`src/common/rv_pkg.sv`:
```
`default_nettype none

package rv_pkg;

    typedef logic [31:0] word_t;
    typedef logic [4:0]  reg_addr_t;
    typedef logic [11:0] csr_addr_t;
    typedef logic [6:0]  funct7_t;
    typedef logic [2:0]  funct3_t;
    typedef logic [6:0]  opcode_t;

    typedef enum logic [3:0] {
        IR_NONE  = 4'd0,
        IR_ALU_R = 4'd1,
        IR_ALU_I = 4'd2,
        IR_LUI   = 4'd3,
        IR_AUIPC = 4'd4,
        IR_CSRRW = 4'd5
    } ir_type_t;

    typedef enum logic [3:0] {
        ALU_ADD, ALU_SUB, ALU_SLL, ALU_SLT, ALU_SLTU,
        ALU_XOR, ALU_SRL, ALU_SRA, ALU_OR, ALU_AND
    } alu_op_t;

    localparam opcode_t OPC_OP     = 7'b0110011;
    localparam opcode_t OPC_OP_IMM = 7'b0010011;
    localparam opcode_t OPC_LUI    = 7'b0110111;
    localparam opcode_t OPC_AUIPC  = 7'b0010111;
    localparam opcode_t OPC_SYSTEM = 7'b1110011;

    localparam funct3_t F3_ADD_SUB = 3'b000;
    localparam funct3_t F3_SLL     = 3'b001;
    localparam funct3_t F3_SLT     = 3'b010;
    localparam funct3_t F3_SLTU    = 3'b011;
    localparam funct3_t F3_XOR     = 3'b100;
    localparam funct3_t F3_SRL_SRA = 3'b101;
    localparam funct3_t F3_OR      = 3'b110;
    localparam funct3_t F3_AND     = 3'b111;
    localparam funct3_t F3_CSRRW   = 3'b001;

    localparam funct7_t F7_BASE = 7'b0000000;
    localparam funct7_t F7_ALT  = 7'b0100000; // SUB and SRA.

    localparam csr_addr_t CSR_MSCRATCH = 12'h340;
    localparam csr_addr_t CSR_MTVEC    = 12'h305;

    // Reset defaults.
    localparam word_t   DEFAULT_PC   = 32'h0000_0000;
    localparam word_t   ZERO_WORD    = 32'h0000_0000;
    localparam funct7_t DEFAULT_F7   = 7'b0000000;
    localparam funct3_t DEFAULT_F3   = 3'b000;
    localparam logic    DEFAULT_WR_N = 1'b1;

endpackage

`default_nettype wire

```
`src/hdl/rv_decoder.sv`:
```
`default_nettype none

module rv_decoder
    import rv_pkg::*;
(
    input  logic      instr_valid,
    input  word_t     instr,
    input  word_t     pc,
    output reg_addr_t rs1,
    output reg_addr_t rs2,
    output reg_addr_t rd,
    output funct7_t   funct7,
    output funct3_t   funct3,
    output csr_addr_t csr_addr,
    output ir_type_t  ir_type,
    output word_t     in2_imm,
    output logic      use_imm,
    output logic      wr_reg_n,
    output logic      wr_csr_n
);

    opcode_t opcode;
    word_t   imm_i;
    word_t   imm_u;
    logic    r_ok;
    logic    shift_ok;

    assign opcode   = instr[6:0];
    assign rd       = instr[11:7];
    assign funct3   = instr[14:12];
    assign rs1      = instr[19:15];
    assign rs2      = instr[24:20];
    assign funct7   = instr[31:25];
    assign csr_addr = instr[31:20];

    assign imm_i = {{20{instr[31]}}, instr[31:20]};
    assign imm_u = {instr[31:12], 12'h000};

    // Alternate funct7 only for SUB and SRA.
    assign r_ok = (funct7 == F7_BASE) ||
                  (funct7 == F7_ALT && (funct3 == F3_ADD_SUB || funct3 == F3_SRL_SRA));

    // Shift immediates keep funct7 in the upper bits.
    assign shift_ok = (funct3 == F3_SLL)     ? (funct7 == F7_BASE) :
                      (funct3 == F3_SRL_SRA) ? (funct7 == F7_BASE || funct7 == F7_ALT) :
                      1'b1;

    always_comb begin
        ir_type = IR_NONE;
        if (instr_valid) begin
            case (opcode)
                OPC_OP:     ir_type = r_ok ? IR_ALU_R : IR_NONE;
                OPC_OP_IMM: ir_type = shift_ok ? IR_ALU_I : IR_NONE;
                OPC_LUI:    ir_type = IR_LUI;
                OPC_AUIPC:  ir_type = IR_AUIPC;
                OPC_SYSTEM: ir_type = (funct3 == F3_CSRRW) ? IR_CSRRW : IR_NONE;
                default:    ir_type = IR_NONE; // Unsupported, bubble.
            endcase
        end
    end

    always_comb begin
        case (ir_type)
            IR_ALU_I: in2_imm = imm_i;
            IR_LUI:   in2_imm = imm_u;
            IR_AUIPC: in2_imm = imm_u + pc;
            default:  in2_imm = ZERO_WORD;
        endcase
    end

    assign use_imm = (ir_type == IR_ALU_I) || (ir_type == IR_LUI) || (ir_type == IR_AUIPC);

    // Active low. A write to x0 is dropped here.
    assign wr_reg_n = (ir_type == IR_NONE) || (rd == 5'd0);
    assign wr_csr_n = (ir_type != IR_CSRRW);

endmodule

`default_nettype wire

```
`src/hdl/reg_file.sv`:
```
`default_nettype none

module reg_file
    import rv_pkg::*;
(
    input  logic      clk,
    input  logic      rst_n,
    input  reg_addr_t rs1,
    input  reg_addr_t rs2,
    input  logic      we,
    input  reg_addr_t wa,
    input  word_t     wd,
    output word_t     data1,
    output word_t     data2
);

    word_t regs [1:31]; // x0 is not stored.

    always_ff @(posedge clk or negedge rst_n) begin
        if (!rst_n) begin
            for (int i = 1; i < 32; i++) begin
                regs[i] <= ZERO_WORD;
            end
        end else if (we && wa != 5'd0) begin
            regs[wa] <= wd;
        end
    end

    // Write-through so a read in the write cycle sees the new value.
    assign data1 = (rs1 == 5'd0)          ? ZERO_WORD :
                   (we && wa == rs1)      ? wd :
                   regs[rs1];
    assign data2 = (rs2 == 5'd0)          ? ZERO_WORD :
                   (we && wa == rs2)      ? wd :
                   regs[rs2];

endmodule

`default_nettype wire

```
`src/hdl/id_ex_regs.sv`:
```
`default_nettype none

module id_ex_regs
    import rv_pkg::*;
(
    input  logic      clk,
    input  logic      rst_n,
    input  logic      stall,
    input  logic      pipeline_flush,

    input  word_t     pc_in,
    output word_t     pc_out,

    input  word_t     data1_in,
    input  word_t     data2_in,
    output word_t     data1_out,
    output word_t     data2_out,

    input  funct7_t   funct7_in,
    output funct7_t   funct7_out,

    input  funct3_t   funct3_in,
    output funct3_t   funct3_out,

    input  reg_addr_t rs1_in,
    input  reg_addr_t rs2_in,
    output reg_addr_t rs1_out,
    output reg_addr_t rs2_out,

    input  reg_addr_t rd_in,
    output reg_addr_t rd_out,

    input  csr_addr_t csr_addr_in,
    output csr_addr_t csr_addr_out,

    input  ir_type_t  ir_type_in,
    output ir_type_t  ir_type_out,

    input  logic      wr_reg_n_in,
    output logic      wr_reg_n_out,

    input  logic      wr_csr_n_in,
    output logic      wr_csr_n_out,

    input  logic      flush_in,
    output logic      flush_out,

    input  word_t     in2_in,
    output word_t     in2_out,

    input  logic      use_imm_in,
    output logic      use_imm_out
);

    always_ff @(posedge clk or negedge rst_n) begin
        if (!rst_n) begin
            pc_out       <= DEFAULT_PC;
            data1_out    <= ZERO_WORD;
            data2_out    <= ZERO_WORD;
            funct7_out   <= DEFAULT_F7;
            funct3_out   <= DEFAULT_F3;
            rs1_out      <= 5'd0;
            rs2_out      <= 5'd0;
            rd_out       <= 5'd0;
            csr_addr_out <= 12'h000;
            ir_type_out  <= IR_NONE;
            wr_reg_n_out <= DEFAULT_WR_N;
            wr_csr_n_out <= DEFAULT_WR_N;
            flush_out    <= 1'b0;
            in2_out      <= ZERO_WORD;
            use_imm_out  <= 1'b0;
        end else if (stall) begin
            // Entry holds. The instruction already wrote in its first EX cycle.
            wr_reg_n_out <= 1'b1;
            wr_csr_n_out <= 1'b1;
        end else begin
            pc_out       <= pc_in;
            data1_out    <= data1_in;
            data2_out    <= data2_in;
            funct7_out   <= funct7_in;
            funct3_out   <= funct3_in;
            rs1_out      <= rs1_in;
            rs2_out      <= rs2_in;
            rd_out       <= rd_in;
            csr_addr_out <= csr_addr_in;
            ir_type_out  <= ir_type_in;
            wr_reg_n_out <= pipeline_flush ? 1'b1 : wr_reg_n_in; // Flushed, no write.
            wr_csr_n_out <= pipeline_flush ? 1'b1 : wr_csr_n_in;
            flush_out    <= pipeline_flush || flush_in;
            in2_out      <= in2_in;
            use_imm_out  <= use_imm_in;
        end
    end

endmodule

`default_nettype wire

```
`src/execute/ex_stage.sv`:
```
`default_nettype none

module ex_stage
    import rv_pkg::*;
(
    input  logic      clk,
    input  logic      rst_n,
    input  word_t     pc,
    input  word_t     data1,
    input  word_t     data2,
    input  funct7_t   funct7,
    input  funct3_t   funct3,
    input  reg_addr_t rs1,
    input  reg_addr_t rs2,
    input  reg_addr_t rd,
    input  csr_addr_t csr_addr,
    input  ir_type_t  ir_type,
    input  logic      wr_reg_n,
    input  logic      wr_csr_n,
    input  word_t     in2,
    input  logic      use_imm,
    input  word_t     csr_rdata,
    output logic      csr_we,
    output csr_addr_t csr_waddr,
    output word_t     csr_wdata,
    output logic      wb_valid,
    output reg_addr_t wb_rd,
    output word_t     wb_data
);

    word_t   op_a;
    word_t   op_b;
    word_t   rs2_val;
    word_t   alu_res;
    word_t   result;
    alu_op_t alu_op;

    // wb_rd is never x0 while wb_valid is high.
    assign op_a    = (wb_valid && wb_rd == rs1) ? wb_data : data1;
    assign rs2_val = (wb_valid && wb_rd == rs2) ? wb_data : data2;
    assign op_b    = use_imm ? in2 : rs2_val;

    always_comb begin
        case (funct3)
            F3_ADD_SUB: alu_op = (ir_type == IR_ALU_R && funct7 == F7_ALT) ? ALU_SUB : ALU_ADD;
            F3_SLL:     alu_op = ALU_SLL;
            F3_SLT:     alu_op = ALU_SLT;
            F3_SLTU:    alu_op = ALU_SLTU;
            F3_XOR:     alu_op = ALU_XOR;
            F3_SRL_SRA: alu_op = (funct7 == F7_ALT) ? ALU_SRA : ALU_SRL; // SRAI too.
            F3_OR:      alu_op = ALU_OR;
            default:    alu_op = ALU_AND;
        endcase
    end

    always_comb begin
        case (alu_op)
            ALU_ADD:  alu_res = op_a + op_b;
            ALU_SUB:  alu_res = op_a - op_b;
            ALU_SLL:  alu_res = op_a << op_b[4:0];
            ALU_SLT:  alu_res = word_t'($signed(op_a) < $signed(op_b));
            ALU_SLTU: alu_res = word_t'(op_a < op_b);
            ALU_XOR:  alu_res = op_a ^ op_b;
            ALU_SRL:  alu_res = op_a >> op_b[4:0];
            ALU_SRA:  alu_res = word_t'($signed(op_a) >>> op_b[4:0]);
            ALU_OR:   alu_res = op_a | op_b;
            default:  alu_res = op_a & op_b;
        endcase
    end

    always_comb begin
        case (ir_type)
            IR_LUI, IR_AUIPC: result = in2; // pc already added in decode.
            IR_CSRRW:         result = csr_rdata;
            default:          result = alu_res;
        endcase
    end

    always_ff @(posedge clk or negedge rst_n) begin
        if (!rst_n) begin
            wb_valid <= 1'b0;
            csr_we   <= 1'b0;
        end else begin
            wb_valid <= !wr_reg_n;
            csr_we   <= !wr_csr_n;
        end
    end

    always_ff @(posedge clk) begin
        wb_rd     <= rd;
        wb_data   <= result;
        csr_waddr <= csr_addr;
        csr_wdata <= op_a; // New CSR value from rs1.
    end

endmodule

`default_nettype wire

```
`src/hdl/csr_file.sv`:
```
`default_nettype none

module csr_file
    import rv_pkg::*;
#(
    parameter word_t MTVEC_RESET = 32'h0000_0100
) (
    input  logic      clk,
    input  logic      rst_n,
    input  csr_addr_t raddr,
    input  logic      we,
    input  csr_addr_t waddr,
    input  word_t     wdata,
    output word_t     rdata
);

    word_t mscratch;
    word_t mtvec;

    always_ff @(posedge clk or negedge rst_n) begin
        if (!rst_n) begin
            mscratch <= ZERO_WORD;
            mtvec    <= MTVEC_RESET;
        end else if (we) begin
            case (waddr)
                CSR_MSCRATCH: mscratch <= wdata;
                CSR_MTVEC:    mtvec    <= wdata;
                default:      ; // Unknown CSR, ignored.
            endcase
        end
    end

    // Pending write is visible to a back-to-back CSRRW.
    always_comb begin
        case (raddr)
            CSR_MSCRATCH: rdata = (we && waddr == CSR_MSCRATCH) ? wdata : mscratch;
            CSR_MTVEC:    rdata = (we && waddr == CSR_MTVEC) ? wdata : mtvec;
            default:      rdata = ZERO_WORD;
        endcase
    end

endmodule

`default_nettype wire

```
`src/hdl/pipe_slice_top.sv`:
```
`default_nettype none

module pipe_slice_top
    import rv_pkg::*;
#(
    parameter word_t MTVEC_RESET = 32'h0000_0100
) (
    input  logic      clk,
    input  logic      rst_n,
    input  logic      instr_valid,
    input  word_t     instr,
    input  word_t     pc,
    input  logic      stall,
    input  logic      pipeline_flush,
    output logic      wb_valid,
    output reg_addr_t wb_rd,
    output word_t     wb_data
);

    reg_addr_t dec_rs1, dec_rs2, dec_rd;
    funct7_t   dec_funct7;
    funct3_t   dec_funct3;
    csr_addr_t dec_csr_addr;
    ir_type_t  dec_ir_type;
    word_t     dec_in2;
    logic      dec_use_imm, dec_wr_reg_n, dec_wr_csr_n;
    word_t     rf_data1, rf_data2;

    word_t     ex_pc, ex_data1, ex_data2, ex_in2;
    funct7_t   ex_funct7;
    funct3_t   ex_funct3;
    reg_addr_t ex_rs1, ex_rs2, ex_rd;
    csr_addr_t ex_csr_addr;
    ir_type_t  ex_ir_type;
    logic      ex_wr_reg_n, ex_wr_csr_n, ex_use_imm;
    logic      ex_flush; // Flush marker of the EX entry.

    word_t     csr_rdata, csr_wdata;
    csr_addr_t csr_waddr;
    logic      csr_we;

    rv_decoder u_dec (
        .instr_valid(instr_valid), .instr(instr), .pc(pc),
        .rs1(dec_rs1), .rs2(dec_rs2), .rd(dec_rd),
        .funct7(dec_funct7), .funct3(dec_funct3), .csr_addr(dec_csr_addr),
        .ir_type(dec_ir_type), .in2_imm(dec_in2), .use_imm(dec_use_imm),
        .wr_reg_n(dec_wr_reg_n), .wr_csr_n(dec_wr_csr_n)
    );

    reg_file u_rf (
        .clk(clk), .rst_n(rst_n), .rs1(dec_rs1), .rs2(dec_rs2),
        .we(wb_valid), .wa(wb_rd), .wd(wb_data),
        .data1(rf_data1), .data2(rf_data2)
    );

    id_ex_regs u_id_ex (
        .clk(clk), .rst_n(rst_n), .stall(stall), .pipeline_flush(pipeline_flush),
        .pc_in(pc), .pc_out(ex_pc),
        .data1_in(rf_data1), .data2_in(rf_data2),
        .data1_out(ex_data1), .data2_out(ex_data2),
        .funct7_in(dec_funct7), .funct7_out(ex_funct7),
        .funct3_in(dec_funct3), .funct3_out(ex_funct3),
        .rs1_in(dec_rs1), .rs2_in(dec_rs2), .rs1_out(ex_rs1), .rs2_out(ex_rs2),
        .rd_in(dec_rd), .rd_out(ex_rd),
        .csr_addr_in(dec_csr_addr), .csr_addr_out(ex_csr_addr),
        .ir_type_in(dec_ir_type), .ir_type_out(ex_ir_type),
        .wr_reg_n_in(dec_wr_reg_n), .wr_reg_n_out(ex_wr_reg_n),
        .wr_csr_n_in(dec_wr_csr_n), .wr_csr_n_out(ex_wr_csr_n),
        .flush_in(1'b0), .flush_out(ex_flush), // No earlier stage to flush.
        .in2_in(dec_in2), .in2_out(ex_in2),
        .use_imm_in(dec_use_imm), .use_imm_out(ex_use_imm)
    );

    ex_stage u_ex (
        .clk(clk), .rst_n(rst_n), .pc(ex_pc), .data1(ex_data1), .data2(ex_data2),
        .funct7(ex_funct7), .funct3(ex_funct3), .rs1(ex_rs1), .rs2(ex_rs2),
        .rd(ex_rd), .csr_addr(ex_csr_addr), .ir_type(ex_ir_type),
        .wr_reg_n(ex_wr_reg_n), .wr_csr_n(ex_wr_csr_n), .in2(ex_in2),
        .use_imm(ex_use_imm), .csr_rdata(csr_rdata),
        .csr_we(csr_we), .csr_waddr(csr_waddr), .csr_wdata(csr_wdata),
        .wb_valid(wb_valid), .wb_rd(wb_rd), .wb_data(wb_data)
    );

    csr_file #(.MTVEC_RESET(MTVEC_RESET)) u_csr (
        .clk(clk), .rst_n(rst_n), .raddr(ex_csr_addr),
        .we(csr_we), .waddr(csr_waddr), .wdata(csr_wdata), .rdata(csr_rdata)
    );

endmodule

`default_nettype wire

```
`config.mk`:
```
export PLATFORM = sky130hd
export DESIGN_NAME = pipe_slice_top
export DESIGN_NICKNAME = d
export VERILOG_FILES = /design/src/common/rv_pkg.sv /design/src/hdl/rv_decoder.sv /design/src/hdl/reg_file.sv /design/src/hdl/id_ex_regs.sv /design/src/execute/ex_stage.sv /design/src/hdl/csr_file.sv /design/src/hdl/pipe_slice_top.sv
export SDC_FILE = /design/constraint.sdc
export NUM_CORES = 2
export LEC_CHECK = 0
export BUFFER_PORTS_ARGS = -buffer_cell sky130_fd_sc_hd__clkbuf_2
export CORE_MARGIN = 2
export CORE_UTILIZATION = 37
export CTS_CLUSTER_DIAMETER = 50
export DETAILED_ROUTE_END_ITERATION = 16
export PLACE_DENSITY = 0.63
export SYNTH_ARGS = -nofsm -noshare
export SYNTH_HDL_FRONTEND = slang
export SYNTH_HIERARCHICAL = 1
export SYNTH_SLANG_ARGS = --single-unit
```
`constraint.sdc`:
```
create_clock -name clk -period 7.2 [get_ports clk]
set_input_delay 1.08 -clock clk [delete_from_list [all_inputs] [get_ports clk]]
set_output_delay 1.08 -clock clk [all_outputs]
set_load 0.03 [all_outputs]
```
==> metrics <==
flop2flop setup slack=0.93 ns; setup_tns=0 ns; top sig layer=met5; Post-Synthesis Cells=6,616; DR WL/cell=33.5 µm; WL met3=28.1 mm; area of the multi-input gates=43,500 µm²; YS warnings=6; chip width=466 µm; fin crit share=0.871; DRC Markers=0; initial antenna violation count=22; Buffers & Inverters on Critical Path=1; Power Dens Cells=230 nW/µm²; area of the mapped netlist=79,000 µm²; Hold-fix buffers, CTS=0; layout cells sized above 1=0.363; clock slew at reported path FFs=0.06 ns; fin crit period=6.27 ns; Least-Margin Pin Slew=1.45 ns; final instance area=87,100 µm²; Reg-to-Reg End=u_ex/wb_data[31]; Post-Place Cells=9,069; M1 WL=127 mm; first-pass detailed-route iteration total=7; Storage cell area=31,600 µm²; DIE AREA=217,000 µm²; violated checks=capacitance limit; All-Layer GR Usage=0.283; critical path class=reg -> reg; fin nets=6,597; Fillers=20,000; Worst setup SP type=flip-flop; Worst Path Required=7.96 ns; P&R area growth vs syn=10.2%; Routed Antenna Nets=0; CTS sink count=1,279; Worst-Skew Late Latency=0.84 ns; Root Buffer=clkbuf_16; Max Freq=160 MHz; Die Y=466 µm; vias in the first global route=60,700; Max Cap Violations=1; Worst Path Arrival=7.03 ns; Inserted Clock Buffers=159; HPWL after DPL=206 mm; Setup crit start=u_ex/wb_rd[2]; P_leak=39.3 nW; relative slew slack=0.00532; peak fanout along the critical path=18; clock buffer depth=3; CTS tree=yes; Detailed Route WL=314 mm; DRT iter0 DRCs=7,301; reg2reg start=u_ex/wb_rd[2]; status=finished, violations left; Synth Area per Inst=11.9 µm²; vias per inst=6.49; first-pass GRT wire length=449 mm; RSZ-0062 raised after global routing=false; Largest delay share family, worst path=compound AO/OA/AOI/OAI gates; vias post-DR=60,800; count of pins over their slew limit=0; most frequent cells in the layout=1,202 x mux2_2, 1,193 x dfrtp_1, 410 x mux4_2; slowest stage delay, CP=0.86 ns; Max H-tree Level=4; port bufs=106; Finish-stage setup viols=0; IO Pins=107; WL met2=139 mm; cell depth of the worst flop-to-flop path=16; Congestion Overflow GR=0; # rows=169; Max Clock Skew=0.0952 ns; Synth Net Count=6,804; Worst VDD drop=0.224 mV; Initial Util=0.372; HP Class=in -> async; final hold vios=0; CP cell instances=xnor2_1, nand2_1, o21ai_0, and2_1, inv_1, ha_1, a21oi_1, nor4_1, nor3_1, o21ai_0, a31oi_1, o41a_1, o211ai_1, mux2_2, o32a_1, a31oi_1; post-route insts no fill=9,374; Fin Hold WS=0.297 ns; setup bufs post-CTS=0; placed instance area=81,600 µm²; cts repair resizes=0; slowest CP cell=o21ai_0; commonest non-fill, non-tap cell in the layout=mux2_2; area of the core=212,000 µm²; GPL Wtd Cong=1.05; largest net degree at the start of global routing=157; CP endpoint kind=flip-flop
[layer usage]
| metal | GRT usage | vias to the layer above |
|---|---|---|
| met4 | 0.160 | 20 |
| met3 | 0.0654 | 858 |
| met2 | 0.429 | 3286 |
| li1 | - | 24900 |
| met5 | 0 | - |
| met1 | 0.371 | 31800 |
[registers in the layout (all words and copies together) (netlist names), 3 cells and up]
name / count
u_id_ex/csr_addr_out: 12
u_id_ex/in2_out: 32
u_id_ex/funct3_out: 3
u_rf/regs: 992
u_id_ex/rd_out: 5
u_id_ex/rs2_out: 5
u_id_ex/funct7_out: 7
u_ex/csr_waddr: 12
u_id_ex/data1_out: 32
u_ex/csr_wdata: 32
u_id_ex/ir_type_out: 4
u_ex/wb_rd: 5
u_csr/mscratch: 32
u_csr/mtvec: 32
u_ex/wb_data: 32
u_id_ex/data2_out: 32
u_id_ex/rs1_out: 5
[where the power goes]
part	switching, mW	total [mW]	internal, mW
combinational	3.04	4.13	1.09
sequential	0.269	7.61	7.34
clock	3.43	8.25	4.81
total	6.75	20.0	13.2
[final cells by class]
cell class | count | share of cell area
Clock inverter | 68 | 0.0106
Timing Repair Buffer | 300 | 0.0262
Sequential cell | 1279 | 0.363
Tap cell | 2821 | 0.0405
Inverter | 182 | 0.00784
Multi-Input combinational cell | 4487 | 0.500
Antenna cell | 14 | 0.000402
Clock buffer | 223 | 0.0518
[worst max path at each step]
stage          cells after the start               end  slack [ns]
2_1_floorplan                     20  u_ex/wb_data[31]        1.89
3_3_place_gp                      16  u_ex/wb_data[31]        1.24
3_5_place_dp                      14  u_ex/wb_data[31]        1.21
4_1_cts                           14  u_ex/wb_data[31]        1.21
5_1_grt                           14  u_ex/wb_data[31]        0.93
6_report                          16  u_ex/wb_data[31]        0.93
[metrics by stage]
| stage | setup slack, ns | power [mW] | util |
|---|---|---|---|
| floorplan | 1.89 | 9.92 | - |
| global placement | 1.24 | 11.7 | 0.384 |
| detailed placement | 1.21 | 11.7 | 0.384 |
| CTS | 1.21 | 20.0 | 0.410 |
| global route | 0.927 | 20.6 | 0.410 |
| finish | 0.931 | 20.0 | 0.410 |
No activity file was read; power rests on OpenSTA's default activity.
